<file path="config.mk">
export PLATFORM = sky130hd
export DESIGN_NAME = mem_cfg_loader_flat
export DESIGN_NICKNAME = d
export VERILOG_FILES = /design/src/common/mem_sys_pkg.sv /design/src/common/mem_msg_if.sv /design/src/logic/mem_cfg_loader.sv /design/src/flat_wrapper.sv
export SDC_FILE = /design/constraint.sdc
export NUM_CORES = 1
export LEC_CHECK = 0
export BUFFER_PORTS_ARGS = -buffer_cell sky130_fd_sc_hd__buf_2
export CAP_MARGIN = 20
export CORE_ASPECT_RATIO = 0.5
export CORE_MARGIN = 8
export CORE_UTILIZATION = 27
export DETAILED_ROUTE_END_ITERATION = 7
export PLACE_DENSITY = 0.82
export SLEW_MARGIN = 20
export SYNTH_ARGS = -nofsm -noshare
export SYNTH_HDL_FRONTEND = slang
export SYNTH_SLANG_ARGS = --single-unit
</file>
<file path="constraint.sdc">
create_clock -name clk_i -period 1.8 [get_ports clk_i]
set_input_delay 0.54 -clock clk_i [delete_from_list [all_inputs] [get_ports clk_i]]
set_output_delay 0.54 -clock clk_i [all_outputs]
set_load 0.02 [all_outputs]
</file>
<file path="src/common/mem_sys_pkg.sv">
// Memory subsystem shared definitions
// Message format, opcodes, address map and the DRAM init pattern rule

`default_nettype none

package mem_sys_pkg;

  typedef enum logic
  {
    MEM_RD = 1'b0,
    MEM_WR = 1'b1
  } mem_op_e;

  typedef logic [31:0] mem_addr_t;
  typedef logic [31:0] mem_data_t;

  // Shared by commands and responses
  typedef struct packed
  {
    mem_op_e   op;
    mem_addr_t addr;
    mem_data_t data;
  } mem_msg_s;

  // Everything at or above this belongs to the DRAM
  localparam mem_addr_t DRAM_BASE = 32'h8000_0000;

  // Host MMIO registers
  localparam mem_addr_t MMIO_FINISH_ADDR  = 32'h0000_0000;
  localparam mem_addr_t MMIO_SCRATCH_ADDR = 32'h0000_0004;
  localparam mem_addr_t MMIO_COUNT_ADDR   = 32'h0000_0008;

  localparam mem_data_t INIT_SEED = 32'hc0de_0000;

  // Init pattern for DRAM word idx
  function automatic mem_data_t mem_init_word(input int unsigned idx);
    return INIT_SEED ^ mem_data_t'(idx);
  endfunction

endpackage

`default_nettype wire

</file>
<file path="src/common/mem_msg_if.sv">
// Memory message channel
// Valid/ready handshake carrying one mem_msg_s per transfer

`timescale 1ns/1ns
`default_nettype none

interface mem_msg_if;
  import mem_sys_pkg::*;

  logic     v;
  logic     ready;
  mem_msg_s msg;

  // Producer holds msg stable while v is high
  modport prod
  (
    output v,
    output msg,
    input  ready
  );

  modport cons
  (
    input  v,
    input  msg,
    output ready
  );

endinterface

`default_nettype wire

</file>
<file path="src/logic/mem_cfg_loader.sv">
// Configuration loader
// Writes the init pattern into the first DRAM words after reset, then reports done

`timescale 1ns/1ns
`default_nettype none

module mem_cfg_loader
#(
  parameter int init_words_p = 8
)
(
  input  logic     clk_i,
  input  logic     arst_n_i,
  mem_msg_if.prod  cmd,
  mem_msg_if.cons  resp,
  output logic     done_o
);
  import mem_sys_pkg::*;

  localparam int idx_w_lp = $clog2(init_words_p + 1);

  typedef enum logic [1:0]
  {
    LD_ISSUE,
    LD_WAIT,
    LD_DONE
  } ld_state_e;

  ld_state_e           state_r;
  logic [idx_w_lp-1:0] idx_r;
  logic                last_word;

  assign last_word = (idx_r == idx_w_lp'(init_words_p - 1));

  assign cmd.v        = (state_r == LD_ISSUE);
  assign cmd.msg.op   = MEM_WR;
  assign cmd.msg.addr = DRAM_BASE + (mem_addr_t'(idx_r) << 2);
  assign cmd.msg.data = mem_init_word(idx_r);

  assign resp.ready = (state_r == LD_WAIT);
  assign done_o     = (state_r == LD_DONE);

  always_ff @(posedge clk_i or negedge arst_n_i)
  begin
    if (!arst_n_i)
    begin
      state_r <= LD_ISSUE;
      idx_r   <= '0;
    end
    else
    begin
      case (state_r)
        LD_ISSUE:
          if (cmd.ready)
            state_r <= LD_WAIT;
        LD_WAIT:
          if (resp.v)
          begin
            // One word at a time
            if (last_word)
              state_r <= LD_DONE;
            else
            begin
              idx_r   <= idx_r + 1'b1;
              state_r <= LD_ISSUE;
            end
          end
        default:
          state_r <= LD_DONE;
      endcase
    end
  end

  // No new write while the previous one still has a response coming back
  a_no_cmd_while_waiting: assert property (@(posedge clk_i) disable iff (!arst_n_i)
    cmd.v |-> !resp.v);

endmodule

`default_nettype wire

</file>
<file path="src/flat_wrapper.sv">
// flat-port wrapper written by rule: the top's interface ports become plain ports
module mem_cfg_loader_flat import mem_sys_pkg::*;
#(
  parameter int init_words_p = 8
)
  (clk_i, arst_n_i, done_o, cmd_v, cmd_msg, cmd_ready, resp_v, resp_msg, resp_ready);
  mem_msg_if cmd_i ();
  mem_msg_if resp_i ();
  input  logic clk_i;
  input  logic arst_n_i;
  output logic done_o;
  output wire logic [$bits(cmd_i.v)-1:0] cmd_v;
  output wire logic [$bits(cmd_i.msg)-1:0] cmd_msg;
  input wire logic [$bits(cmd_i.ready)-1:0] cmd_ready;
  input wire logic [$bits(resp_i.v)-1:0] resp_v;
  input wire logic [$bits(resp_i.msg)-1:0] resp_msg;
  output wire logic [$bits(resp_i.ready)-1:0] resp_ready;
  assign cmd_v = cmd_i.v;
  assign cmd_msg = cmd_i.msg;
  assign cmd_i.ready = cmd_ready;
  assign resp_i.v = resp_v;
  assign resp_i.msg = resp_msg;
  assign resp_ready = resp_i.ready;
  mem_cfg_loader #(.init_words_p(init_words_p)) u_core (.clk_i(clk_i), .arst_n_i(arst_n_i), .cmd(cmd_i), .resp(resp_i), .done_o(done_o));
endmodule
</file>
# [Word level (Yosys, flattened, before mapping)]
# Index checks and enable logic that the tools add are counted.
[totals] wordCells=17 latch_bits=0 ff_bits=6 mem_count=0 in_bits=69 output_inout_bits=68 ram_bits=0 rom_bits=0
[op_classes] n_div=0 shift=0 add_sub_neg=2 mul=0 n_mux=4 n_reduce_logical=3 eq_ne=5 magnitude_cmp=0 n_bitwise=1
[ops] cell="32-bit by 6-bit adder with 32-bit output (first input constant)" count=1
[ops] cell="2-bit 2-to-1 mux" count=3
[ops] cell="4-bit by 1-bit adder with 4-bit output (second input constant)" count=1
[ops] cell="4-bit by 3-bit == test with 1-bit output (second input constant)" count=1
[ops] cell="2-bit case mux with 2 select lines" count=1
[ops] cell="3-bit AND reduction" count=1
[ops] cell="2-bit by 1-bit == test with 1-bit output (second input constant)" count=1
[ops] cell="2-bit == test (second input constant)" count=1
[ops] cell="2-bit logical NOT" count=1
[ops] cell="2-bit by 1-bit != test with 1-bit output (second input constant)" count=1
[ops] cell="2-bit != test (second input constant)" count=1
[ops] cell="2-bit AND reduction" count=1
[ops] cell="1-bit inverter" count=1

# [Longest topological paths before layout]
[logic_depth] depth_word=4 mapped_depth=4 mapped_depth_nobuf=4

# [Least setup slack after synthesis]
# No wires, ideal clock.
[synth_timing] path_kind="reg-to-reg" from="register u_core.idx_r[0]" to="register u_core.idx_r[1]" setup_slack_ns=0.226 t_required_ns=1.675 arrival_time_ns=1.449 path_buffers=0 stages_incl_launch_ff=5 period_less_slack_ns=1.574 setup_time_ns=0.125 cell_sequence="dfrtp_1 -> ha_1 -> and3b_4 -> nor3_2 -> mux2_4"
[synth_via] elab_chain_cells=3 elab_cells_between_ends=4 classes_between="1 x add/sub; 1 x eq/ne; 1 x bitwise; 1 x reduce/logical"
[synth_lines] item="start: declaration" line_no="mem_cfg_loader.sv:30" rtl="logic [idx_w_lp-1:0] idx_r;"
[synth_lines] item="start signal: assignment" line_no="mem_cfg_loader.sv:64" rtl="idx_r <= idx_r + 1'b1;"
[synth_lines] item="branches (longest 3 deep; another with 4-bit by 1-bit adder with 4-bit output)"
# Several ways; the timed one is not identified.
# A chain may end at the register's enable or synchronous reset.

# [Final worst setup path]
[layout_timing] from="register u_core.state_r[1]" to="output done_o"
[layout_via] elab_chain_cells=1
[layout_lines] item="start: declaration" line_no="mem_cfg_loader.sv:29" rtl="ld_state_e state_r;"
[layout_lines] item="start signal: assignment" line_no="mem_cfg_loader.sv:47" rtl="state_r <= LD_ISSUE;"
[layout_lines] item="start signal: assignment" line_no="mem_cfg_loader.sv:55" rtl="state_r <= LD_WAIT;"
[layout_lines] item="start signal: assignment" line_no="mem_cfg_loader.sv:61" rtl="state_r <= LD_DONE;"
[layout_lines] item="2-bit == test" line_no="mem_cfg_loader.sv:41" rtl="assign done_o = (state_r == LD_DONE);"
[layout_lines] item="end: declaration" line_no="flat_wrapper.sv:11" rtl="output logic done_o;"
# Every way passes these cells.

==> results.md <==
* Status: finished, final reports clean
* Global-route wire length before repair at 2.14 mm
* Hold_buf cts at 0
* Register bit total from synthesis at 6
* Hold Crit Class: input port to asynchronous set/reset pin
* Setup TNS at 0 ps
* Cell taking the most area after synthesis: buf_4
* Fin util at 25.5%
* Row count at 13
* Core area at 2650 um2
* CTS H-tree depth at 1
* Required time of the critical path at 1260 ps
* Clock Skew at 2.41 ps
* CTS Buf Count at 3
* DR vias at 397
* Most frequent cell after synthesis: buf_4
* Post-synthesis cell type count at 17
* Starting Density at 29.1%
* Clock Sinks at 6
* Synth Area in Adders at 1.62%
* Peak supply drop at 395 uV
* DR vias/cell at 2.94
* RSZ-0062 raised after global routing: no
* Largest net degree at the start of global routing at 9
* Initial antenna violation count at 0
* Max Slew Vio Count at 0
* Area Growth Syn to Fin at -12.2%
* R2R Path Start: u_core.idx_r[0]
* Simple-Gate Fraction of Synth Area at 10.2%
* Max_cap viols at 0
* Quantity of gates resized following cts at 0
* Gr usage total at 5.68%
* Post-Synth XOR/XNOR Area at 3.41%
* Post-synthesis mux area share at 3.25%
* Worst Setup End Kind: primary output
* Register area share after synthesis at 19.5%
* RD Place Congestion at 0.772
* Synth area leaders: buf_4 59%, dfrtp_1 19%, xor2_1 3.4%
* Die Y-Extent at 53.8 um
* Sum of buffers and inverters on the critical path at 1
* CTS tree: done
* Worst reg-to-reg setup slack at 230 ps
* Mapped cell area at 771 um2
* PwrDens at 1620 nW/um2
* Critical R2R Capture: u_core.idx_r[1]
* Post-synth top cells: 61 x buf_4, 6 x dfrtp_1, 3 x xor2_1
* CTS Buffer Depth at 2
* Nets at 170
* Setup bufs post-CTS at 0
* Fmax at 0.626 GHz
* Final Hold Vio Count at 0
* DRC viols at 0
* Leak pwr at 0.404 nW
* Total die area at 4920 um2
* Synth Area in Compound Gates at 1.14%
* Ys flop type: dfrtp_1
* Final ANT Viol Nets at 0
* Syn avg cell area at 8.86 um2
* Worst-path fanout max at 8
* Critical-path top delay cell: dfrtp_1
* Hold slack at 138 ps
* Post-synth EDFFs at 0
* Clock latency on the worst-skew pair at 220 ps
* Port Buffer Count at 14
* Vias in the first global route at 468
* CP Cell Sequence: nor2b_1, buf_2
* Chip width at 91.6 um
* R2R cell count at 4
* Root Buffer: clkbuf_8
* Fin crit period at 1600 ps
* # setup viols final at 0
* Clock-pin slew on the worst setup and hold paths at 40 ps
* DP Wirelength at 1.34 mm
* Share of post-route cells with drive strength above 1 at 23.5%
* Routed wire length at 1.53 mm
* Inserted Diodes at 0
* Post-synthesis cell count at 87
* Synth warn at 0
* Kind of critical path: flop to primary output
* Largest delay share family, worst path: flip-flops
* Iter 0 DRT Violations at 4
* Fraction of registers with async set/reset at 100%
* CP Launch Type: flop
* Ports at 137
* Global route total overflow at 0
* Final period util at 88.8%
* Wire length per cell at 11.3 um
* Largest stage delay on the critical path at 490 ps
* Yosys top cell area share at 59.4%
* TritonRoute pass-1 iters at 4
* Largest family of logic cells by synthesized area: buffers and inverters
* Crit path DAT at 1060 ps
[worst register-to-register path: cells and delay by family (launching register included)]
kind | cells | cell delay, ps
mux | 1 | 330
simple gates | 2 | 460
flops | 1 | 420
fa+ha+maj | 1 | 230
[routing by layer]
metal	GRT usage (%)	wire (um)
met5	0	0
met4	4.02	19
met2	12.2	896
met3	2.49	149
met1	4.11	466
[layout make-up]
cell class	count	area, um2
Sequential cell	6	150
Tap cell	37	46.3
Clock buffer	3	41.3
Fill cell	306	1970
Timing Repair Buffer	14	70.1
Inverter	1	3.75
Multi-Input combinational cell	74	365
[power breakdown]
group          leakage (nW)  internal (mW)  switching [mW]
combinational         0.310          0.185           0.400
sequential           0.0727          0.202           0.109
clock                0.0216          0.144          0.0575
[worst max-delay path by stage]
| stage | startpoint | to | slack (ps) | depth (start not counted) |
|---|---|---|---|---|
| after floorplan | u_core.idx_r[0] | u_core.idx_r[1] | 230 | 4 |
| after global placement | u_core.idx_r[0] | u_core.idx_r[1] | 280 | 4 |
| after detailed placement | u_core.idx_r[0] | u_core.idx_r[1] | 220 | 4 |
| after CTS | u_core.state_r[1] | done_o | 190 | 2 |
| after global routing | u_core.idx_r[0] | u_core.idx_r[1] | 170 | 4 |
| final | u_core.state_r[1] | done_o | 200 | 2 |
[cells by family after synthesis]
kind of cell / after synthesis
fa+ha+maj: 1
compound gates: 1
simple gates: 10
mux: 2
flops: 6
buf+inv: 62
other cells: 2
xor+xnor: 3
[cell usage in the layout (no fill, tap or decap)]
master	count
nor2_1	2
nand3_1	1
and3b_4	1
mux2_4	1
ha_1	1
a31o_2	1
nor4b_2	1
mux2i_1	1
nor2b_1	2
xor2_1	3
dfrtp_1	6
buf_2	14
nor3_2	1
nand2_1	1
inv_1	1
nor4_2	1
clkbuf_8	3
conb_1	57
[flip-flops by register name, indices dropped and copies added, names as in the netlist]
register / count
u_core.idx_r: 4
u_core.state_r: 2
[metrics by stage]
step | cell area, um2 | power [mW] | worst slack [ps] | std cells
floorplan | 977 | 0.856 | 226 | 142
global placement | 636 | 0.863 | 284 | 132
detailed placement | 636 | 0.898 | 223 | 132
CTS | 677 | 1.11 | 193 | 135
global route | 677 | 1.16 | 168 | 135
finish | 677 | 1.10 | 202 | 135
No activity file was read; power rests on OpenSTA's default activity.
