===== config.mk =====
export PLATFORM = sky130hd
export DESIGN_NAME = mem_host_mmio_flat
export DESIGN_NICKNAME = d
export VERILOG_FILES = /design/src/common/mem_sys_pkg.sv /design/src/common/mem_msg_if.sv /design/src/mem/mem_host_mmio.sv /design/src/flat_wrapper.sv
export SDC_FILE = /design/constraint.sdc
export NUM_CORES = 1
export LEC_CHECK = 0
export ABC_AREA = 1
export BUFFER_PORTS_ARGS = -buffer_cell sky130_fd_sc_hd__buf_2
export CORE_MARGIN = 5
export CORE_UTILIZATION = 50
export DETAILED_ROUTE_END_ITERATION = 10
export PLACE_DENSITY = 0.7
export SLEW_MARGIN = 20
export SYNTH_ARGS = -nofsm -noshare
export SYNTH_HDL_FRONTEND = slang
export SYNTH_SLANG_ARGS = --single-unit

===== constraint.sdc =====
create_clock -name clk_i -period 2.63 [get_ports clk_i]
set_input_delay 0.526 -clock clk_i [delete_from_list [all_inputs] [get_ports clk_i]]
set_output_delay 0.526 -clock clk_i [all_outputs]
set_load 0.03 [all_outputs]

===== src/common/mem_sys_pkg.sv =====
// Memory subsystem shared definitions
// Message format, opcodes, address map and the DRAM init pattern rule

`default_nettype none

package mem_sys_pkg;

  typedef enum logic
  {
    MEM_RD = 1'b0,
    MEM_WR = 1'b1
  } mem_op_e;

  typedef logic [31:0] mem_addr_t;
  typedef logic [31:0] mem_data_t;

  // Shared by commands and responses
  typedef struct packed
  {
    mem_op_e   op;
    mem_addr_t addr;
    mem_data_t data;
  } mem_msg_s;

  // Everything at or above this belongs to the DRAM
  localparam mem_addr_t DRAM_BASE = 32'h8000_0000;

  // Host MMIO registers
  localparam mem_addr_t MMIO_FINISH_ADDR  = 32'h0000_0000;
  localparam mem_addr_t MMIO_SCRATCH_ADDR = 32'h0000_0004;
  localparam mem_addr_t MMIO_COUNT_ADDR   = 32'h0000_0008;

  localparam mem_data_t INIT_SEED = 32'hc0de_0000;

  // Init pattern for DRAM word idx
  function automatic mem_data_t mem_init_word(input int unsigned idx);
    return INIT_SEED ^ mem_data_t'(idx);
  endfunction

endpackage

`default_nettype wire


===== src/common/mem_msg_if.sv =====
// Memory message channel
// Valid/ready handshake carrying one mem_msg_s per transfer

`timescale 1ns/1ns
`default_nettype none

interface mem_msg_if;
  import mem_sys_pkg::*;

  logic     v;
  logic     ready;
  mem_msg_s msg;

  // Producer holds msg stable while v is high
  modport prod
  (
    output v,
    output msg,
    input  ready
  );

  modport cons
  (
    input  v,
    input  msg,
    output ready
  );

endinterface

`default_nettype wire


===== src/mem/mem_host_mmio.sv =====
// Host MMIO block
// Finish code, scratch word and a write counter, one-cycle response

`timescale 1ns/1ns
`default_nettype none

module mem_host_mmio
(
  input  logic                  clk_i,
  input  logic                  arst_n_i,
  mem_msg_if.cons               cmd,
  mem_msg_if.prod               resp,
  output logic                  finish_v_o,
  output mem_sys_pkg::mem_data_t finish_code_o
);
  import mem_sys_pkg::*;

  logic      accept;
  logic      is_wr;
  logic      resp_v_r;
  mem_msg_s  resp_msg_r;
  mem_data_t rd_data;
  mem_data_t scratch_r;
  mem_data_t count_r;
  logic      finish_v_r;
  mem_data_t finish_code_r;

  assign cmd.ready = ~resp_v_r;
  assign accept    = cmd.v & cmd.ready;
  assign is_wr     = (cmd.msg.op == MEM_WR);

  always_comb
  begin
    case (cmd.msg.addr)
      MMIO_FINISH_ADDR:  rd_data = finish_code_r;
      MMIO_SCRATCH_ADDR: rd_data = scratch_r;
      MMIO_COUNT_ADDR:   rd_data = count_r;
      default:           rd_data = '0;
    endcase
  end

  always_ff @(posedge clk_i or negedge arst_n_i)
  begin
    if (!arst_n_i)
    begin
      resp_v_r      <= 1'b0;
      scratch_r     <= '0;
      count_r       <= '0;
      finish_v_r    <= 1'b0;
      finish_code_r <= '0;
    end
    else
    begin
      if (accept)
        resp_v_r <= 1'b1;
      else if (resp.ready)
        resp_v_r <= 1'b0;

      if (accept && is_wr)
      begin
        // Counter itself is read-only
        count_r <= count_r + 1'b1;
        if (cmd.msg.addr == MMIO_SCRATCH_ADDR)
          scratch_r <= cmd.msg.data;
        if (cmd.msg.addr == MMIO_FINISH_ADDR)
        begin
          finish_v_r    <= 1'b1;
          finish_code_r <= cmd.msg.data;
        end
      end
    end
  end

  always_ff @(posedge clk_i)
  begin
    if (accept)
      resp_msg_r <= '{op: cmd.msg.op, addr: cmd.msg.addr,
                      data: is_wr ? cmd.msg.data : rd_data};
  end

  assign resp.v        = resp_v_r;
  assign resp.msg      = resp_msg_r;
  assign finish_v_o    = finish_v_r;
  assign finish_code_o = finish_code_r;

endmodule

`default_nettype wire


===== src/flat_wrapper.sv =====
// flat-port wrapper written by rule: the top's interface ports become plain ports
module mem_host_mmio_flat import mem_sys_pkg::*;
  (clk_i, arst_n_i, finish_v_o, finish_code_o, cmd_v, cmd_msg, cmd_ready, resp_v, resp_msg, resp_ready);
  mem_msg_if cmd_i ();
  mem_msg_if resp_i ();
  input  logic clk_i;
  input  logic arst_n_i;
  output logic finish_v_o;
  output mem_sys_pkg::mem_data_t finish_code_o;
  input wire logic [$bits(cmd_i.v)-1:0] cmd_v;
  input wire logic [$bits(cmd_i.msg)-1:0] cmd_msg;
  output wire logic [$bits(cmd_i.ready)-1:0] cmd_ready;
  output wire logic [$bits(resp_i.v)-1:0] resp_v;
  output wire logic [$bits(resp_i.msg)-1:0] resp_msg;
  input wire logic [$bits(resp_i.ready)-1:0] resp_ready;
  assign cmd_i.v = cmd_v;
  assign cmd_i.msg = cmd_msg;
  assign cmd_ready = cmd_i.ready;
  assign resp_v = resp_i.v;
  assign resp_msg = resp_i.msg;
  assign resp_i.ready = resp_ready;
  mem_host_mmio u_core (.clk_i(clk_i), .arst_n_i(arst_n_i), .cmd(cmd_i), .resp(resp_i), .finish_v_o(finish_v_o), .finish_code_o(finish_code_o));
endmodule

---- After elaboration in Yosys (flattened, before gate mapping) ----
Index checks and enable logic that the tools add are counted.
operators by class
  add/subtract/negate cells ............... 1
  $mul .................................... 0
  divide/modulo/power cells ............... 0
  magnitude comparators ................... 0
  eq/ne operators ......................... 2
  shift operators ......................... 0
  multiplexer cells ....................... 4
  bitwise logic cells ..................... 2
  reduce and logical (&&, ||, !) cells .... 5
operator list
  operator                                                           count
  32-bit case mux with 3 select lines                                1
  32-bit by 1-bit adder with 32-bit output (second input constant)   1
  32-bit by 3-bit == test with 1-bit output (second input constant)  1
  32-bit by 4-bit == test with 1-bit output (second input constant)  1
  32-bit zero test                                                   1
  32-bit 2-to-1 mux                                                  1
  2-bit AND reduction                                                2
  1-bit 2-to-1 mux                                                   2
  2-bit nonzero test                                                 1
  1-bit AND                                                          1
  1-bit logical AND                                                  1
  1-bit NOT                                                          1
word-level totals
  bits in registers ....................... 163
  bits in latches ......................... 0
  memory bits (writable) .................. 0
  memory bits (read-only) ................. 0
  output and inout bits ................... 100
  logic and storage cells ................. 22
  memories kept ........................... 0

---- Longest topological paths before layout ----
  depth in word-level cells ............... 4
  gate-level depth with buffers ........... 11
  mapped depth without buffers ............ 10

---- Worst setup path after synthesis ----
OpenSTA, ideal clock, no wires.
  kind .................................... register -> register
  start point ............................. register u_core.resp_v_r (netlist: u_core.resp.v)
  end point ............................... register u_core.resp_msg_r, in the netlist u_core.resp.msg[0], enable pin
  setup time .............................. 0.419 ns
  arrival ................................. 2.074 ns
  setup slack ............................. 0.137 ns
  stages on the path, launching flop included .. 4
  path buffers ............................ 0
  clock period less this slack ............ 2.493 ns
  cell sequence ........................... dfrtp_1 -> inv_2 -> nand2_1 -> inv_1
between the ends
  cells in the longest elaborated chain, start to end .. 2
RTL lines
  item                    RTL line             text
  from (decl)             mem_host_mmio.sv:20  logic resp_v_r;
  from (signal assigned)  mem_host_mmio.sv:46  resp_v_r <= 1'b0;
  from (signal assigned)  mem_host_mmio.sv:55  resp_v_r <= 1'b1;
  from (signal assigned)  mem_host_mmio.sv:57  resp_v_r <= 1'b0;
  1-bit NOT               mem_host_mmio.sv:28  assign cmd.ready = ~resp_v_r;
  via cmd_ready           flat_wrapper.sv:12   output wire logic [$bits(cmd_i.ready)-1:0] cmd_ready;
  1-bit AND               mem_host_mmio.sv:29  assign accept = cmd.v & cmd.ready;
  via u_core.accept       mem_host_mmio.sv:18  logic accept;
  to (signal assigned)    mem_host_mmio.sv:77  resp_msg_r <= '{op: cmd.msg.op, addr: cmd.msg.addr,
  to (decl)               mem_host_mmio.sv:21  mem_msg_s resp_msg_r;
The timed path passes the listed nets, and every way through them passes these cells.
A chain may end at the register's enable or synchronous reset.

---- Final worst setup path ----
  start point ............................. input port cmd_msg[64]
  end point ............................... register u_core.resp_msg_r, in the netlist u_core.resp.msg[31] (data pin)
between the ends
  cells in the longest elaborated chain, start to end .. 1
RTL lines
  item               RTL line             text
  from (decl)        flat_wrapper.sv:11   input wire logic [$bits(cmd_i.msg)-1:0] cmd_msg;
  32-bit 2-to-1 mux  mem_host_mmio.sv:78  data: is_wr ? cmd.msg.data : rd_data};
Every way passes these cells.

==> flow_metrics.tcl <==
set metrics [dict create \
    maxCapViolCount 0 \
    layout.nets 1088 \
    seq_area_frac_synth 0.566 \
    place_hpwl_um 13800 \
    slowest_delay_ns 0.83 \
    ys_top_cells_by_count "nand2_1, nand3_1, dfrtp_1" \
    internal_power_mw 4.15 \
    numCtsBuffers 17 \
    finalCritPeriodShare 0.686 \
    r2r-end "u_core.finish_code_o[17]" \
    synthTopCellsByArea "dfrtp_1, edfxtp_1, nand2_1" \
    clk-insertion-delay-late_ns 0.42 \
    vias 6207 \
    p_comb_frac 0.097 \
    pre_cts_ws_ns 0.554 \
    yosysMostFrequentCell "nand2_1" \
    first_global_vias 5949 \
    dieArea_um2 18200 \
    synth_top_area_share 0.315 \
    p_clk_frac 0.391 \
    path_clk_slew_ns 0.06 \
    maxSlewHeadroom 0.318 \
    synth_seq_cells 163 \
    async_reset_ff_frac 0.601 \
    drive_gt1_frac 0.256 \
    firstDrtPassIters 5 \
    skew_ns 0.00748 \
    hold_viol 0 \
    cts_resized 0 \
    yosysTopAreaCell "dfrtp_1" \
    r2r_start "u_core.resp.v" \
    start_kind "input pin" \
    cts_root_buffer "clkbuf_16" \
    core_area_um2 15300 \
    cp_common_cell "nand2_1" \
    antenna_found_initial 0 \
    crit_start "cmd_msg[64]" \
    drtAntennaViolNets 0 \
    met2_usage 0.335 \
    syn-instance-count 855 \
    area.growth.synth_to_final_pct 19.5 \
    dieHeight_um 135 \
    max_freq_mhz 554 \
    setup_viol 0 \
    rsz0062_at_grt "no" \
    crit_family "buffers and inverters" \
    cts_htree_levels 4 \
    drc 0 \
    ir_drop_mv 0.446 \
    drt_wl_total_um 18900 \
    syn-num-nets 925 \
    rr_worst_depth 7 \
    crit_arrival_ns 1.96 \
    grtUsageMet1 0.297 \
    p_sw_mw 1.46 \
    start_util 0.510 \
    swShare 0.260 \
    cts_tree "built" \
    crit_chain "buf_2 > clkinv_1 > nand2_1 > nand2_1" \
    synthFlopType "dfrtp_1" \
    outcome "completed" \
    period_needed_ns 1.80 \
    busiest_layer "met2" \
    synth_area_um2 7780 \
    cts_sinks 163 \
    vias_per_cell 5.00 \
    netlist-cell-type-count 34 \
    regToRegSetupSlack_ns 0.86 \
    layout_setup_ws_ns 0.826 \
    floorplan.die.width_um 135 \
    path_buf_inv 2 \
    critPathRequiredTime_ns 2.78 \
    fin_tns_setup_ns 0 \
    grt_first_pass_wirelength_um 30700 \
    worstMarginPinSlew_ns 1.02 \
    p_leak_nw 4.62 \
    gp_congestion 0.872 \
    power_frac_seq 0.512 \
    n_antenna_cell 0 \
    ctsHoldBuffers 0 \
    gr-total-overflow 0 \
    fp-row-count 45 \
    avgSynthCellArea_um2 9.10 \
    io-pin-count 169 \
    grt_start_max_net_pins 66 \
    drt_iter0_drc 517 \
    end_kind "register" \
    cts_setup_buffers 0 \
    hp-class "input pin to async pin" \
    synth-edff-count 65 \
    use_met3 0.0425 \
    yosys_warnings 0 \
    drt-wirelength-per-cell_um 15.2 \
    clockBufferDepth 2 \
    grt.total_usage 0.212 \
    finalPower_mw 5.61 \
    portBuffers 168 \
    slew_viol_final 0 \
    power.density_nw_per_um2 604 \
    cp_slowest_cell "clkinv_1" \
    critPathKind "input pin to register" \
    path_max_fanout 32 \
]
==> cell families after synthesis <==
kind of cell | after synthesis | share of synthesized area
AO/OA/AOI/OAI | 66 | 0.0539
flip-flops | 163 | 0.566
AND/OR/NAND/NOR | 487 | 0.284
adder cells (fa/ha/maj) | 1 | 0.00161
buffers and inverters | 116 | 0.0698
XOR/XNOR | 22 | 0.0248
==> stage by stage <==
step / cell area (um2) / utilization / std cells / hold WS, ns
after global placement: 8780 / 0.576 / 1210 / 0.445
final: 9300 / 0.609 / 1242 / 0.0578
after detailed placement: 8780 / 0.576 / 1210 / 0.450
after floorplan: 7780 / - / 855 / 0.230
after CTS: 9300 / 0.609 / 1242 / 0.0657
after global routing: 9300 / 0.609 / 1242 / 0.0965
==> sequential cells by signal (all words and copies together), names as in the netlist <==
register,count
u_core.scratch_r,32
u_core.count_r,32
u_core.resp.v,1
u_core.finish_code_o,32
u_core.resp.msg,65
u_core.finish_v_o,1
==> per-layer routing <==
metal,up-vias,wire (um)
li1,3108,-
met1,2896,8560
met2,182,8960
met3,21,1120
met4,0,297
met5,-,0
==> how the worst max path moves through the flow <==
stage	endpoint	slack [ns]	cells after the start
2_1_floorplan	u_core.resp.msg[0]	0.14	3
3_3_place_gp	u_core.resp.msg[14]	0.56	11
4_1_cts	u_core.finish_code_o[6]	0.86	7
6_report	u_core.resp.msg[31]	0.83	4
3_5_place_dp	u_core.scratch_r[5]	0.55	11
5_1_grt	u_core.resp.msg[6]	0.69	4
==> area by class of cell <==
| cell class | count | area, um2 |
|---|---|---|
| fillers | 1322 | 5960 |
| flip-flops and latches | 163 | 4400 |
| multi-input cells | 576 | 2830 |
| repair buffers | 182 | 986 |
| clock buffers | 22 | 454 |
| inverters | 78 | 294 |
| well taps | 211 | 264 |
| clock inverters | 10 | 61.3 |
==> layout by cell type, fill, tap and decap left out, drive strengths merged, types with 3 or more instances in the layout <==
cell type / count
inv: 76
edfxtp: 65
nand3: 109
nand4: 8
nor2: 54
nand2: 295
xnor2: 6
clkbuf: 22
nand3b: 6
o21ai: 65
nor3: 13
clkinvlp: 3
buf: 182
clkinv: 9
xor2: 16
dfrtp: 98
==> power groups by stage <==
| stage | Sequential, mW | Combinational (mW) | Clock (mW) |
|---|---|---|---|
| 2_1_floorplan | 3.06 | 0.173 | 0 |
| 4_1_cts | 2.87 | 0.554 | 2.23 |
| 6_report | 2.87 | 0.544 | 2.20 |
| 3_3_place_gp | 2.92 | 0.548 | 0 |
| 3_5_place_dp | 2.92 | 0.552 | 0 |
| 5_1_grt | 2.89 | 0.595 | 2.35 |
No activity file was read; power rests on OpenSTA's default activity.
