### src/common/mem_sys_pkg.sv
// Memory subsystem shared definitions
// Message format, opcodes, address map and the DRAM init pattern rule

`default_nettype none

package mem_sys_pkg;

  typedef enum logic
  {
    MEM_RD = 1'b0,
    MEM_WR = 1'b1
  } mem_op_e;

  typedef logic [31:0] mem_addr_t;
  typedef logic [31:0] mem_data_t;

  // Shared by commands and responses
  typedef struct packed
  {
    mem_op_e   op;
    mem_addr_t addr;
    mem_data_t data;
  } mem_msg_s;

  // Everything at or above this belongs to the DRAM
  localparam mem_addr_t DRAM_BASE = 32'h8000_0000;

  // Host MMIO registers
  localparam mem_addr_t MMIO_FINISH_ADDR  = 32'h0000_0000;
  localparam mem_addr_t MMIO_SCRATCH_ADDR = 32'h0000_0004;
  localparam mem_addr_t MMIO_COUNT_ADDR   = 32'h0000_0008;

  localparam mem_data_t INIT_SEED = 32'hc0de_0000;

  // Init pattern for DRAM word idx
  function automatic mem_data_t mem_init_word(input int unsigned idx);
    return INIT_SEED ^ mem_data_t'(idx);
  endfunction

endpackage

`default_nettype wire

### src/common/mem_msg_if.sv
// Memory message channel
// Valid/ready handshake carrying one mem_msg_s per transfer

`timescale 1ns/1ns
`default_nettype none

interface mem_msg_if;
  import mem_sys_pkg::*;

  logic     v;
  logic     ready;
  mem_msg_s msg;

  // Producer holds msg stable while v is high
  modport prod
  (
    output v,
    output msg,
    input  ready
  );

  modport cons
  (
    input  v,
    input  msg,
    output ready
  );

endinterface

`default_nettype wire

### src/logic/mem_cmd_router.sv
// Command router
// Picks the loader or external source, steers commands by address and
// returns the merged target responses, with one request in flight

`timescale 1ns/1ns
`default_nettype none

module mem_cmd_router
(
  input  logic     clk_i,
  input  logic     arst_n_i,
  input  logic     init_done_i,
  mem_msg_if.cons  ldr_cmd,
  mem_msg_if.cons  ext_cmd,
  mem_msg_if.prod  dram_cmd,
  mem_msg_if.prod  mmio_cmd,
  mem_msg_if.cons  dram_resp,
  mem_msg_if.cons  mmio_resp,
  mem_msg_if.prod  ldr_resp,
  mem_msg_if.prod  ext_resp
);
  import mem_sys_pkg::*;

  logic     outstanding_r;
  logic     src_v;
  mem_msg_s src_msg;
  logic     to_mmio;
  logic     tgt_ready;
  logic     accept;
  logic     rsp_v;
  logic     rsp_ready;
  mem_msg_s rsp_msg;
  logic     deliver;

  // Loader owns the port until init completes
  assign src_v   = init_done_i ? ext_cmd.v   : ldr_cmd.v;
  assign src_msg = init_done_i ? ext_cmd.msg : ldr_cmd.msg;

  assign to_mmio = (src_msg.addr < DRAM_BASE);

  assign dram_cmd.v   = src_v & ~to_mmio & ~outstanding_r;
  assign dram_cmd.msg = src_msg;
  assign mmio_cmd.v   = src_v & to_mmio & ~outstanding_r;
  assign mmio_cmd.msg = src_msg;

  assign tgt_ready     = ~outstanding_r & (to_mmio ? mmio_cmd.ready : dram_cmd.ready);
  assign ldr_cmd.ready = ~init_done_i & tgt_ready;
  assign ext_cmd.ready = init_done_i & tgt_ready;

  assign accept = (dram_cmd.v & dram_cmd.ready) | (mmio_cmd.v & mmio_cmd.ready);

  // Response merge
  assign rsp_v   = dram_resp.v | mmio_resp.v;
  assign rsp_msg = mmio_resp.v ? mmio_resp.msg : dram_resp.msg;

  assign ldr_resp.v   = rsp_v & ~init_done_i;
  assign ldr_resp.msg = rsp_msg;
  assign ext_resp.v   = rsp_v & init_done_i;
  assign ext_resp.msg = rsp_msg;

  assign rsp_ready       = init_done_i ? ext_resp.ready : ldr_resp.ready;
  assign dram_resp.ready = rsp_ready;
  assign mmio_resp.ready = rsp_ready;

  assign deliver = rsp_v & rsp_ready;

  always_ff @(posedge clk_i or negedge arst_n_i)
  begin
    if (!arst_n_i)
      outstanding_r <= 1'b0;
    else if (accept)
      outstanding_r <= 1'b1;
    else if (deliver)
      outstanding_r <= 1'b0;
  end

  a_one_target_resp: assert property (@(posedge clk_i) disable iff (!arst_n_i)
    !(dram_resp.v && mmio_resp.v));

  // A new command never overlaps a target response still pending
  a_no_cmd_in_flight: assert property (@(posedge clk_i) disable iff (!arst_n_i)
    accept |-> !rsp_v);

endmodule

`default_nettype wire

### src/flat_wrapper.sv
// flat-port wrapper written by rule: the top's interface ports become plain ports
module mem_cmd_router_flat import mem_sys_pkg::*;
  (clk_i, arst_n_i, init_done_i, ldr_cmd_v, ldr_cmd_msg, ldr_cmd_ready, ext_cmd_v, ext_cmd_msg, ext_cmd_ready, dram_cmd_v, dram_cmd_msg, dram_cmd_ready, mmio_cmd_v, mmio_cmd_msg, mmio_cmd_ready, dram_resp_v, dram_resp_msg, dram_resp_ready, mmio_resp_v, mmio_resp_msg, mmio_resp_ready, ldr_resp_v, ldr_resp_msg, ldr_resp_ready, ext_resp_v, ext_resp_msg, ext_resp_ready);
  mem_msg_if ldr_cmd_i ();
  mem_msg_if ext_cmd_i ();
  mem_msg_if dram_cmd_i ();
  mem_msg_if mmio_cmd_i ();
  mem_msg_if dram_resp_i ();
  mem_msg_if mmio_resp_i ();
  mem_msg_if ldr_resp_i ();
  mem_msg_if ext_resp_i ();
  input  logic clk_i;
  input  logic arst_n_i;
  input  logic init_done_i;
  input wire logic [$bits(ldr_cmd_i.v)-1:0] ldr_cmd_v;
  input wire logic [$bits(ldr_cmd_i.msg)-1:0] ldr_cmd_msg;
  output wire logic [$bits(ldr_cmd_i.ready)-1:0] ldr_cmd_ready;
  input wire logic [$bits(ext_cmd_i.v)-1:0] ext_cmd_v;
  input wire logic [$bits(ext_cmd_i.msg)-1:0] ext_cmd_msg;
  output wire logic [$bits(ext_cmd_i.ready)-1:0] ext_cmd_ready;
  output wire logic [$bits(dram_cmd_i.v)-1:0] dram_cmd_v;
  output wire logic [$bits(dram_cmd_i.msg)-1:0] dram_cmd_msg;
  input wire logic [$bits(dram_cmd_i.ready)-1:0] dram_cmd_ready;
  output wire logic [$bits(mmio_cmd_i.v)-1:0] mmio_cmd_v;
  output wire logic [$bits(mmio_cmd_i.msg)-1:0] mmio_cmd_msg;
  input wire logic [$bits(mmio_cmd_i.ready)-1:0] mmio_cmd_ready;
  input wire logic [$bits(dram_resp_i.v)-1:0] dram_resp_v;
  input wire logic [$bits(dram_resp_i.msg)-1:0] dram_resp_msg;
  output wire logic [$bits(dram_resp_i.ready)-1:0] dram_resp_ready;
  input wire logic [$bits(mmio_resp_i.v)-1:0] mmio_resp_v;
  input wire logic [$bits(mmio_resp_i.msg)-1:0] mmio_resp_msg;
  output wire logic [$bits(mmio_resp_i.ready)-1:0] mmio_resp_ready;
  output wire logic [$bits(ldr_resp_i.v)-1:0] ldr_resp_v;
  output wire logic [$bits(ldr_resp_i.msg)-1:0] ldr_resp_msg;
  input wire logic [$bits(ldr_resp_i.ready)-1:0] ldr_resp_ready;
  output wire logic [$bits(ext_resp_i.v)-1:0] ext_resp_v;
  output wire logic [$bits(ext_resp_i.msg)-1:0] ext_resp_msg;
  input wire logic [$bits(ext_resp_i.ready)-1:0] ext_resp_ready;
  assign ldr_cmd_i.v = ldr_cmd_v;
  assign ldr_cmd_i.msg = ldr_cmd_msg;
  assign ldr_cmd_ready = ldr_cmd_i.ready;
  assign ext_cmd_i.v = ext_cmd_v;
  assign ext_cmd_i.msg = ext_cmd_msg;
  assign ext_cmd_ready = ext_cmd_i.ready;
  assign dram_cmd_v = dram_cmd_i.v;
  assign dram_cmd_msg = dram_cmd_i.msg;
  assign dram_cmd_i.ready = dram_cmd_ready;
  assign mmio_cmd_v = mmio_cmd_i.v;
  assign mmio_cmd_msg = mmio_cmd_i.msg;
  assign mmio_cmd_i.ready = mmio_cmd_ready;
  assign dram_resp_i.v = dram_resp_v;
  assign dram_resp_i.msg = dram_resp_msg;
  assign dram_resp_ready = dram_resp_i.ready;
  assign mmio_resp_i.v = mmio_resp_v;
  assign mmio_resp_i.msg = mmio_resp_msg;
  assign mmio_resp_ready = mmio_resp_i.ready;
  assign ldr_resp_v = ldr_resp_i.v;
  assign ldr_resp_msg = ldr_resp_i.msg;
  assign ldr_resp_i.ready = ldr_resp_ready;
  assign ext_resp_v = ext_resp_i.v;
  assign ext_resp_msg = ext_resp_i.msg;
  assign ext_resp_i.ready = ext_resp_ready;
  mem_cmd_router u_core (.clk_i(clk_i), .arst_n_i(arst_n_i), .init_done_i(init_done_i), .ldr_cmd(ldr_cmd_i), .ext_cmd(ext_cmd_i), .dram_cmd(dram_cmd_i), .mmio_cmd(mmio_cmd_i), .dram_resp(dram_resp_i), .mmio_resp(mmio_resp_i), .ldr_resp(ldr_resp_i), .ext_resp(ext_resp_i));
endmodule
### config.mk
export PLATFORM = sky130hd
export DESIGN_NAME = mem_cmd_router_flat
export DESIGN_NICKNAME = d
export VERILOG_FILES = /design/src/common/mem_sys_pkg.sv /design/src/common/mem_msg_if.sv /design/src/logic/mem_cmd_router.sv /design/src/flat_wrapper.sv
export SDC_FILE = /design/constraint.sdc
export NUM_CORES = 1
export LEC_CHECK = 0
export ABC_AREA = 1
export BUFFER_PORTS_ARGS = -buffer_cell sky130_fd_sc_hd__buf_2
export CORE_AREA = 2 2 210 212
export CTS_CLUSTER_SIZE = 40
export DETAILED_ROUTE_END_ITERATION = 7
export DIE_AREA = 0 0 212 214
export GPL_ROUTABILITY_DRIVEN = 1
export REMOVE_ABC_BUFFERS = 1
export SYNTH_ARGS = -nofsm -noshare
export SYNTH_HDL_FRONTEND = slang
export SYNTH_SLANG_ARGS = --single-unit
### constraint.sdc
create_clock -name clk_i -period 2.8 [get_ports clk_i]
set_clock_uncertainty 0.2 [all_clocks]
set_input_delay 0.56 -clock clk_i [delete_from_list [all_inputs] [get_ports clk_i]]
set_output_delay 0.56 -clock clk_i [all_outputs]
set_load 0.02 [all_outputs]
== Yosys cells after proc, flatten, opt, wreduce, memory -nomap -nowiden ==
Index checks and enable logic that the tools add are counted.

* Bits in registers: 1

* Order comparisons: 1
* Mux-type cells: 7
* Bitwise logic cells: 17
* Reduce and logical (&&, ||, !) cells: 1

{| class="wikitable"
|+ Operator list
! kind !! count
|-
| $mux 65 || 2
|-
| $lt 32x32->1 const B || 1
|-
| $and 1x1->1 || 12
|-
| $mux 1 || 5
|-
| $not 1->1 || 3
|-
| $or 1x1->1 || 2
|-
| $reduce_bool 2->1 || 1
|}

== Depth between registers and ports, before layout ==
Gate-level depths: netlist of run 1.

* Depth after elaboration: 8
* Gate-level depth with buffers: 8
* Gate-level depth less buffers: 7

== Worst setup path before layout of run 1 ==
OpenSTA, ideal clock, no wires.

* Path kind: input -> output
* Start point: input port init_done_i
* End point: output port dram_cmd_v
* Arrival: 1.451 ns
* Required time: 2.040 ns
* Path slack: 0.589 ns
* Stages on the path: 6
* Buffers on the path: 1
* Path through: buf_6 > inv_6 > nand2_2 > nand2_4 > inv_2 > nor3_1

* Word-level cells in the longest chain between the ends: 5
* Elaborated cells between the ends (all ways): 6
* Classes of those cells: order compare (1); mux (2); bitwise (3)

{| class="wikitable"
|+ Ends and longest elaborated chain
! element !! line !! RTL
|-
| start, declared || flat_wrapper.sv:14 || <nowiki>input logic init_done_i;</nowiki>
|-
| $mux 65 || mem_cmd_router.sv:37 || <nowiki>assign src_msg = init_done_i ? ext_cmd.msg : ldr_cmd.msg;</nowiki>
|-
| via dram_cmd_msg[63] || flat_wrapper.sv:22 || <nowiki>output wire logic [$bits(dram_cmd_i.msg)-1:0] dram_cmd_msg;</nowiki>
|-
| $lt 32x32->1 || mem_cmd_router.sv:39 || <nowiki>assign to_mmio = (src_msg.addr < DRAM_BASE);</nowiki>
|-
| $not 1->1 || mem_cmd_router.sv:41 || <nowiki>assign dram_cmd.v = src_v & ~to_mmio & ~outstanding_r;</nowiki>
|-
| $and 1x1->1 (2 in a row) || mem_cmd_router.sv:41 ||
|-
| end, declared || flat_wrapper.sv:21 || <nowiki>output wire logic [$bits(dram_cmd_i.v)-1:0] dram_cmd_v;</nowiki>
|}

The timed path passes the listed nets, and every way through them passes these cells.

== Final worst setup path of run 1 ==
* Start point: input port init_done_i
* End point: output port dram_cmd_msg[50]

* Word-level cells in the longest chain between the ends: 1

{| class="wikitable"
|+ Ends and longest elaborated chain
! element !! line
|-
| $mux 65 || mem_cmd_router.sv:37
|-
| end, declared || flat_wrapper.sv:22
|}

Every way passes these cells.

==> results of run 1 <==
## final timing paths
kind                                                  start                               end  slack [ns]  cells past startpoint
max in group asynchronous                          arst_n_i  u_core.outstanding_r$_DFFE_PN0P_        2.18                      1
hold / removal                                     arst_n_i  u_core.outstanding_r$_DFFE_PN0P_        0.14                      1
min in group clk_i         u_core.outstanding_r$_DFFE_PN0P_  u_core.outstanding_r$_DFFE_PN0P_        0.47                      2
hold reg to reg            u_core.outstanding_r$_DFFE_PN0P_  u_core.outstanding_r$_DFFE_PN0P_        0.47                      2
setup / recovery                                init_done_i                  dram_cmd_msg[50]        0.39                      5
setup reg to reg           u_core.outstanding_r$_DFFE_PN0P_  u_core.outstanding_r$_DFFE_PN0P_        1.70                      3
## area by class of cell
type	count	area, µm²
fillers	5148	37700
diodes	6	15.0
multi-input cells	411	1580
flip-flops and latches	1	25.0
well taps	585	732
inverters	8	35.0
repair buffers	545	2780
## per-layer routing
layer	wire length (µm)	vias up	global-route usage, %	part of all wire [%]
met5	27	-	0	0.091
met4	746	4	1.62	2.5
met3	2160	60	1.30	7.3
met2	15700	396	24.8	53
met1	11000	2161	12.6	37
li1	-	2373	-	-
## per-stage QoR
stage	setup slack [ns]	std cells	instance area [µm²]
floorplan	0.166	420	1640
global placement	0.272	1550	5150
detailed placement	0.323	1550	5150
CTS	0.315	1550	5150
global route	0.208	1554	5160
finish	0.391	1556	5160
## Yosys cell counts
master,n,share of area (%)
nand3_2,1,0.35
inv_6,1,0.31
dfrtp_1,1,0.88
nand4_1,2,0.44
nand2_1,396,52
nor2_1,4,0.53
nand2_2,3,0.66
nand2_4,1,0.40
buf_2,12,2.1
buf_4,141,37
inv_2,1,0.13
or2_2,1,0.22
buf_6,7,2.8
nand3_1,1,0.18
nor3_1,2,0.35
inv_1,6,0.79
## worst max-delay path, cell delays in order
cell	delay (ns)
buf_2	0.18
buf_4	0.36
nand2_1	0.19
nand2_1	0.13
buf_2	0.22
## cell families after synthesis
kind of cell           Yosys count  share of synthesized area (%)
buffers and inverters          168                           43.5
and+or+nand+nor                411                           55.6
DFF                              1                          0.883
## where the power goes
part           switching (mW)   total [mW]  leakage [nW]  internal [mW]
combinational           0.880         1.30          3.46          0.420
sequential            0.00534       0.0236        0.0125         0.0183
clock                       0  0.000000288     0.0000380    0.000000288
==> results.ini, run 1 <==
[run_status]
status=completed

[placement]
hpwl_um=27500
place.gp.congestion=0.874
io_buffers=538

[pwr]
power_leakage_nw=3.47
max-vdd-ir-drop_mv=0.0812
finalPower_mw=1.32
power.density_nw_per_um2=256

[worst_setup_path]
cp_max_fo=30
crit_arrival_ns=1.65
critPathLaunchType=input pin
criticalPathCategory=in -> out
worstPathRequired_ns=2.04
critPathCaptureType=primary output

[global_route]
antenna_found_initial=28
grt.overflow.total=0
grt_max_degree=65
grt_pass1_vias=4402
gr-usage-all-layers_pct=11.9
grt_pass1_wl_um=36300

[final_layout]
nNetsFinal=1238
top_regs=u_core.outstanding_r: 1 flops
largest_reg_flops=1
layout.cells.most_common=buf_2
drive_gt1_share_pct=57.4
largest-register=u_core.outstanding_r
final_cell_mix=buf_2, nand2_1, inv_1, nor2_1, buf_4
finish.utilization_pct=12.0
syn_to_final_growth_pct=82.3

[timing]
fin_hold_ws_ns=0.137
final.period_utilization_pct=86.0
maxSlewHeadroom_pct=73.9
finalSetupViolCount=0
worst_pin_slew_ns=0.392
tns_ns=0
fmax_mhz=415
drv_slew=0
rsz0062_at_grt=false
fin_crit_ns=2.41
hold_viol_final=0

[floorplan]
die_h_um=214
dieArea_um2=45400
die_x_um=212
row_count=76
start_util_pct=6.61
core_um2=42900
ioPinCount=539

[routing]
wirelength_um=29700
antenna_left=0
via_per_inst=3.21
drc=0
via_count=4994
wl_per_cell_um=19.1
drt_iter0_drc=259
dr.pass1.iters=4

[clock_network]
cts_hold_buf=0
post-cts-setup-buffer-count=0
insertion_delay_ns=0
cts_resized=0
clk_pin_slew_ns=0

[logic_synthesis]
synth_seq_cells=1
synthDistinctLibCells=16
synthCells=580
seq_area_frac_synth_pct=0.883
synth_area_per_cell_um2=4.88
synth_warnings=0
synth_area_um2=2830

[min_path]
hold_path_class=in -> async

[run]
max_cap_viol_count=0

Note: power is estimated with default switching activity, not from simulation.
==> inputs of run 2 (changes only) <==
--- a/config.mk
+++ b/config.mk
@@ -7,10 +7,10 @@
 export LEC_CHECK = 0
 export ABC_AREA = 1
 export BUFFER_PORTS_ARGS = -buffer_cell sky130_fd_sc_hd__buf_2
-export CORE_AREA = 2 2 210 212
+export CORE_AREA = 2 2 212 214
 export CTS_CLUSTER_SIZE = 40
 export DETAILED_ROUTE_END_ITERATION = 7
-export DIE_AREA = 0 0 212 214
+export DIE_AREA = 0 0 214 216
 export GPL_ROUTABILITY_DRIVEN = 1
 export REMOVE_ABC_BUFFERS = 1
 export SYNTH_ARGS = -nofsm -noshare
==> constraint.sdc (replaced) <==
create_clock -name clk_i -period 2.4 [get_ports clk_i]
set_clock_uncertainty 0.2 [all_clocks]
set_input_delay 0.48 -clock clk_i [delete_from_list [all_inputs] [get_ports clk_i]]
set_output_delay 0.48 -clock clk_i [all_outputs]
set_load 0.02 [all_outputs]
==> results.ini, run 2 (synthesis results as in run 1) <==
[min_path]
hold_path_class=in -> async  ; unchanged

[clock_network]
cts_hold_buf=0  ; unchanged
insertion_delay_ns=0  ; about the same
post-cts-setup-buffer-count=0  ; unchanged
clk_pin_slew_ns=0  ; about the same
cts_resized=0  ; unchanged

[pwr]
clockPowerShare_pct=0  ; about the same
power_leakage_nw=3.50  ; was 3.47 nW
power.density_nw_per_um2=285  ; was 256 nW/µm²
intPower_uw=519  ; was 439 µW
max-vdd-ir-drop_mv=0.116  ; was 0.0812 mV
p_sw_share_pct=65.2  ; was 66.9%
finalPower_mw=1.49  ; was 1.32 mW
power_frac_seq_pct=1.8  ; about the same
p_switching_uw=971  ; was 885 µW
combPwrFrac_pct=98.2  ; about the same

[timing]
drv_slew=0  ; unchanged
fin_ws_ns=0.163  ; was 0.391 ns
maxSlewHeadroom_pct=78.8  ; was 73.9%
fin_hold_ws_ns=0.0567  ; was 0.137 ns
tns_ns=0  ; unchanged
fmax_mhz=447
fin_crit_ns=2.24
final.period_utilization_pct=93.2
worst_pin_slew_ns=0.318  ; was 0.392 ns
rsz0062_at_grt=false  ; unchanged
hold_viol_final=0  ; unchanged
finalSetupViolCount=0  ; unchanged

[final_layout]
post_layout_nonfiller_instances=1567  ; was 1556
drive_gt1_share_pct=57.5  ; was 57.4%
syn_to_final_growth_pct=84.4  ; was 82.3%
largest_reg_flops=1  ; unchanged
final_cell_mix=buf_2, nand2_1, inv_1, buf_4, buf_12  ; was buf_2, nand2_1, inv_1, nor2_1, buf_4
largest-register=u_core.outstanding_r  ; unchanged
nNetsFinal=1241  ; was 1238
top_regs=u_core.outstanding_r: 1 flops  ; unchanged
layout.cells.most_common=buf_2  ; unchanged
design_area_um2=5220  ; was 5160 µm²
finish.utilization_pct=11.9  ; was 12.0%

[run]
max_cap_viol_count=0  ; unchanged

[placement]
dp_slack_ns=0.152  ; was 0.323 ns
io_buffers=538  ; unchanged
place.gp.congestion=0.925  ; was 0.874
placed_cell_area_um2=5210  ; was 5150 µm²
hpwl_um=24600  ; was 27500 µm
placed_cells=1560  ; was 1550

[floorplan]
dieArea_um2=46200  ; was 45400 µm²
die_h_um=216  ; was 214 µm
ioPinCount=539  ; unchanged
row_count=77  ; was 76
core_um2=43800  ; was 42900 µm²
die_x_um=214  ; was 212 µm
start_util_pct=6.46  ; was 6.61%

[worst_setup_path]
critPathCaptureType=primary output  ; unchanged
cp_max_fo=28  ; was 30
crit_arrival_ns=1.56  ; was 1.65 ns
criticalPathCategory=in -> out  ; unchanged
critPathLaunchType=input pin  ; unchanged
worstPathRequired_ns=1.72  ; was 2.04 ns

[routing]
drt_iter0_drc=236  ; was 259
wl_per_cell_um=17.1  ; was 19.1 µm
antenna_left=0  ; unchanged
via_per_inst=3.20  ; was 3.21
wirelength_um=26800  ; was 29700 µm
via_count=5008  ; was 4994
dr.pass1.iters=6  ; was 4
drc=0  ; unchanged

[global_route]
grt_pass1_vias=4575  ; was 4402
grt_pass1_wl_um=35500  ; was 36300 µm
grt.overflow.total=0  ; unchanged
grt_max_degree=50  ; was 65
antenna_found_initial=29  ; was 28
gr-usage-all-layers_pct=10.7  ; was 11.9%

[run_status]
status=completed  ; unchanged

## run 2: worst paths after layout
check,slack (ns),cells past startpoint,start,endpoint
max in group asynchronous,1.86,1,arst_n_i,u_core.outstanding_r$_DFFE_PN0P_
max reg2reg,1.40,3,u_core.outstanding_r$_DFFE_PN0P_,u_core.outstanding_r$_DFFE_PN0P_
min reg2reg,0.38,2,u_core.outstanding_r$_DFFE_PN0P_,u_core.outstanding_r$_DFFE_PN0P_
min in group clk_i,0.38,2,u_core.outstanding_r$_DFFE_PN0P_,u_core.outstanding_r$_DFFE_PN0P_
min,0.06,1,arst_n_i,u_core.outstanding_r$_DFFE_PN0P_
max,0.16,5,init_done_i,mmio_cmd_msg[9]
## run 2: layout make-up
type / count / area (µm²)
antenna: 7 / 17.5
inverter: 8 / 35.0
fill: 5216 / 38600
sequential: 1 / 25.0
timing repair buffer: 548 / 2830
multi-input combinational: 411 / 1580
tap: 592 / 741
## run 2: power by group through the flow
stage | Clock [mW] | Combinational (mW) | Sequential, mW
2_1_floorplan | 0 | 0.719 | 0.0246
3_3_place_gp | 0 | 1.48 | 0.0259
3_5_place_dp | 0 | 1.47 | 0.0259
4_1_cts | 0 | 1.48 | 0.0260
5_1_grt | 0.000000169 | 1.57 | 0.0263
6_report | 0.000000395 | 1.46 | 0.0261
## run 2: worst max-delay path, stage by stage
cell and delay, ns:
buf_2 0.20, buf_4 0.35, nand2_1 0.11, nand2_1 0.19, buf_2 0.21
## run 2: per-layer routing
metal | track usage [%] | vias to the layer above | wire (µm)
li1 | - | 2372 | -
met1 | 11.4 | 2150 | 9420
met2 | 21.6 | 412 | 13900
met3 | 2.10 | 68 | 2460
met4 | 2.42 | 6 | 881
met5 | 0 | - | 46
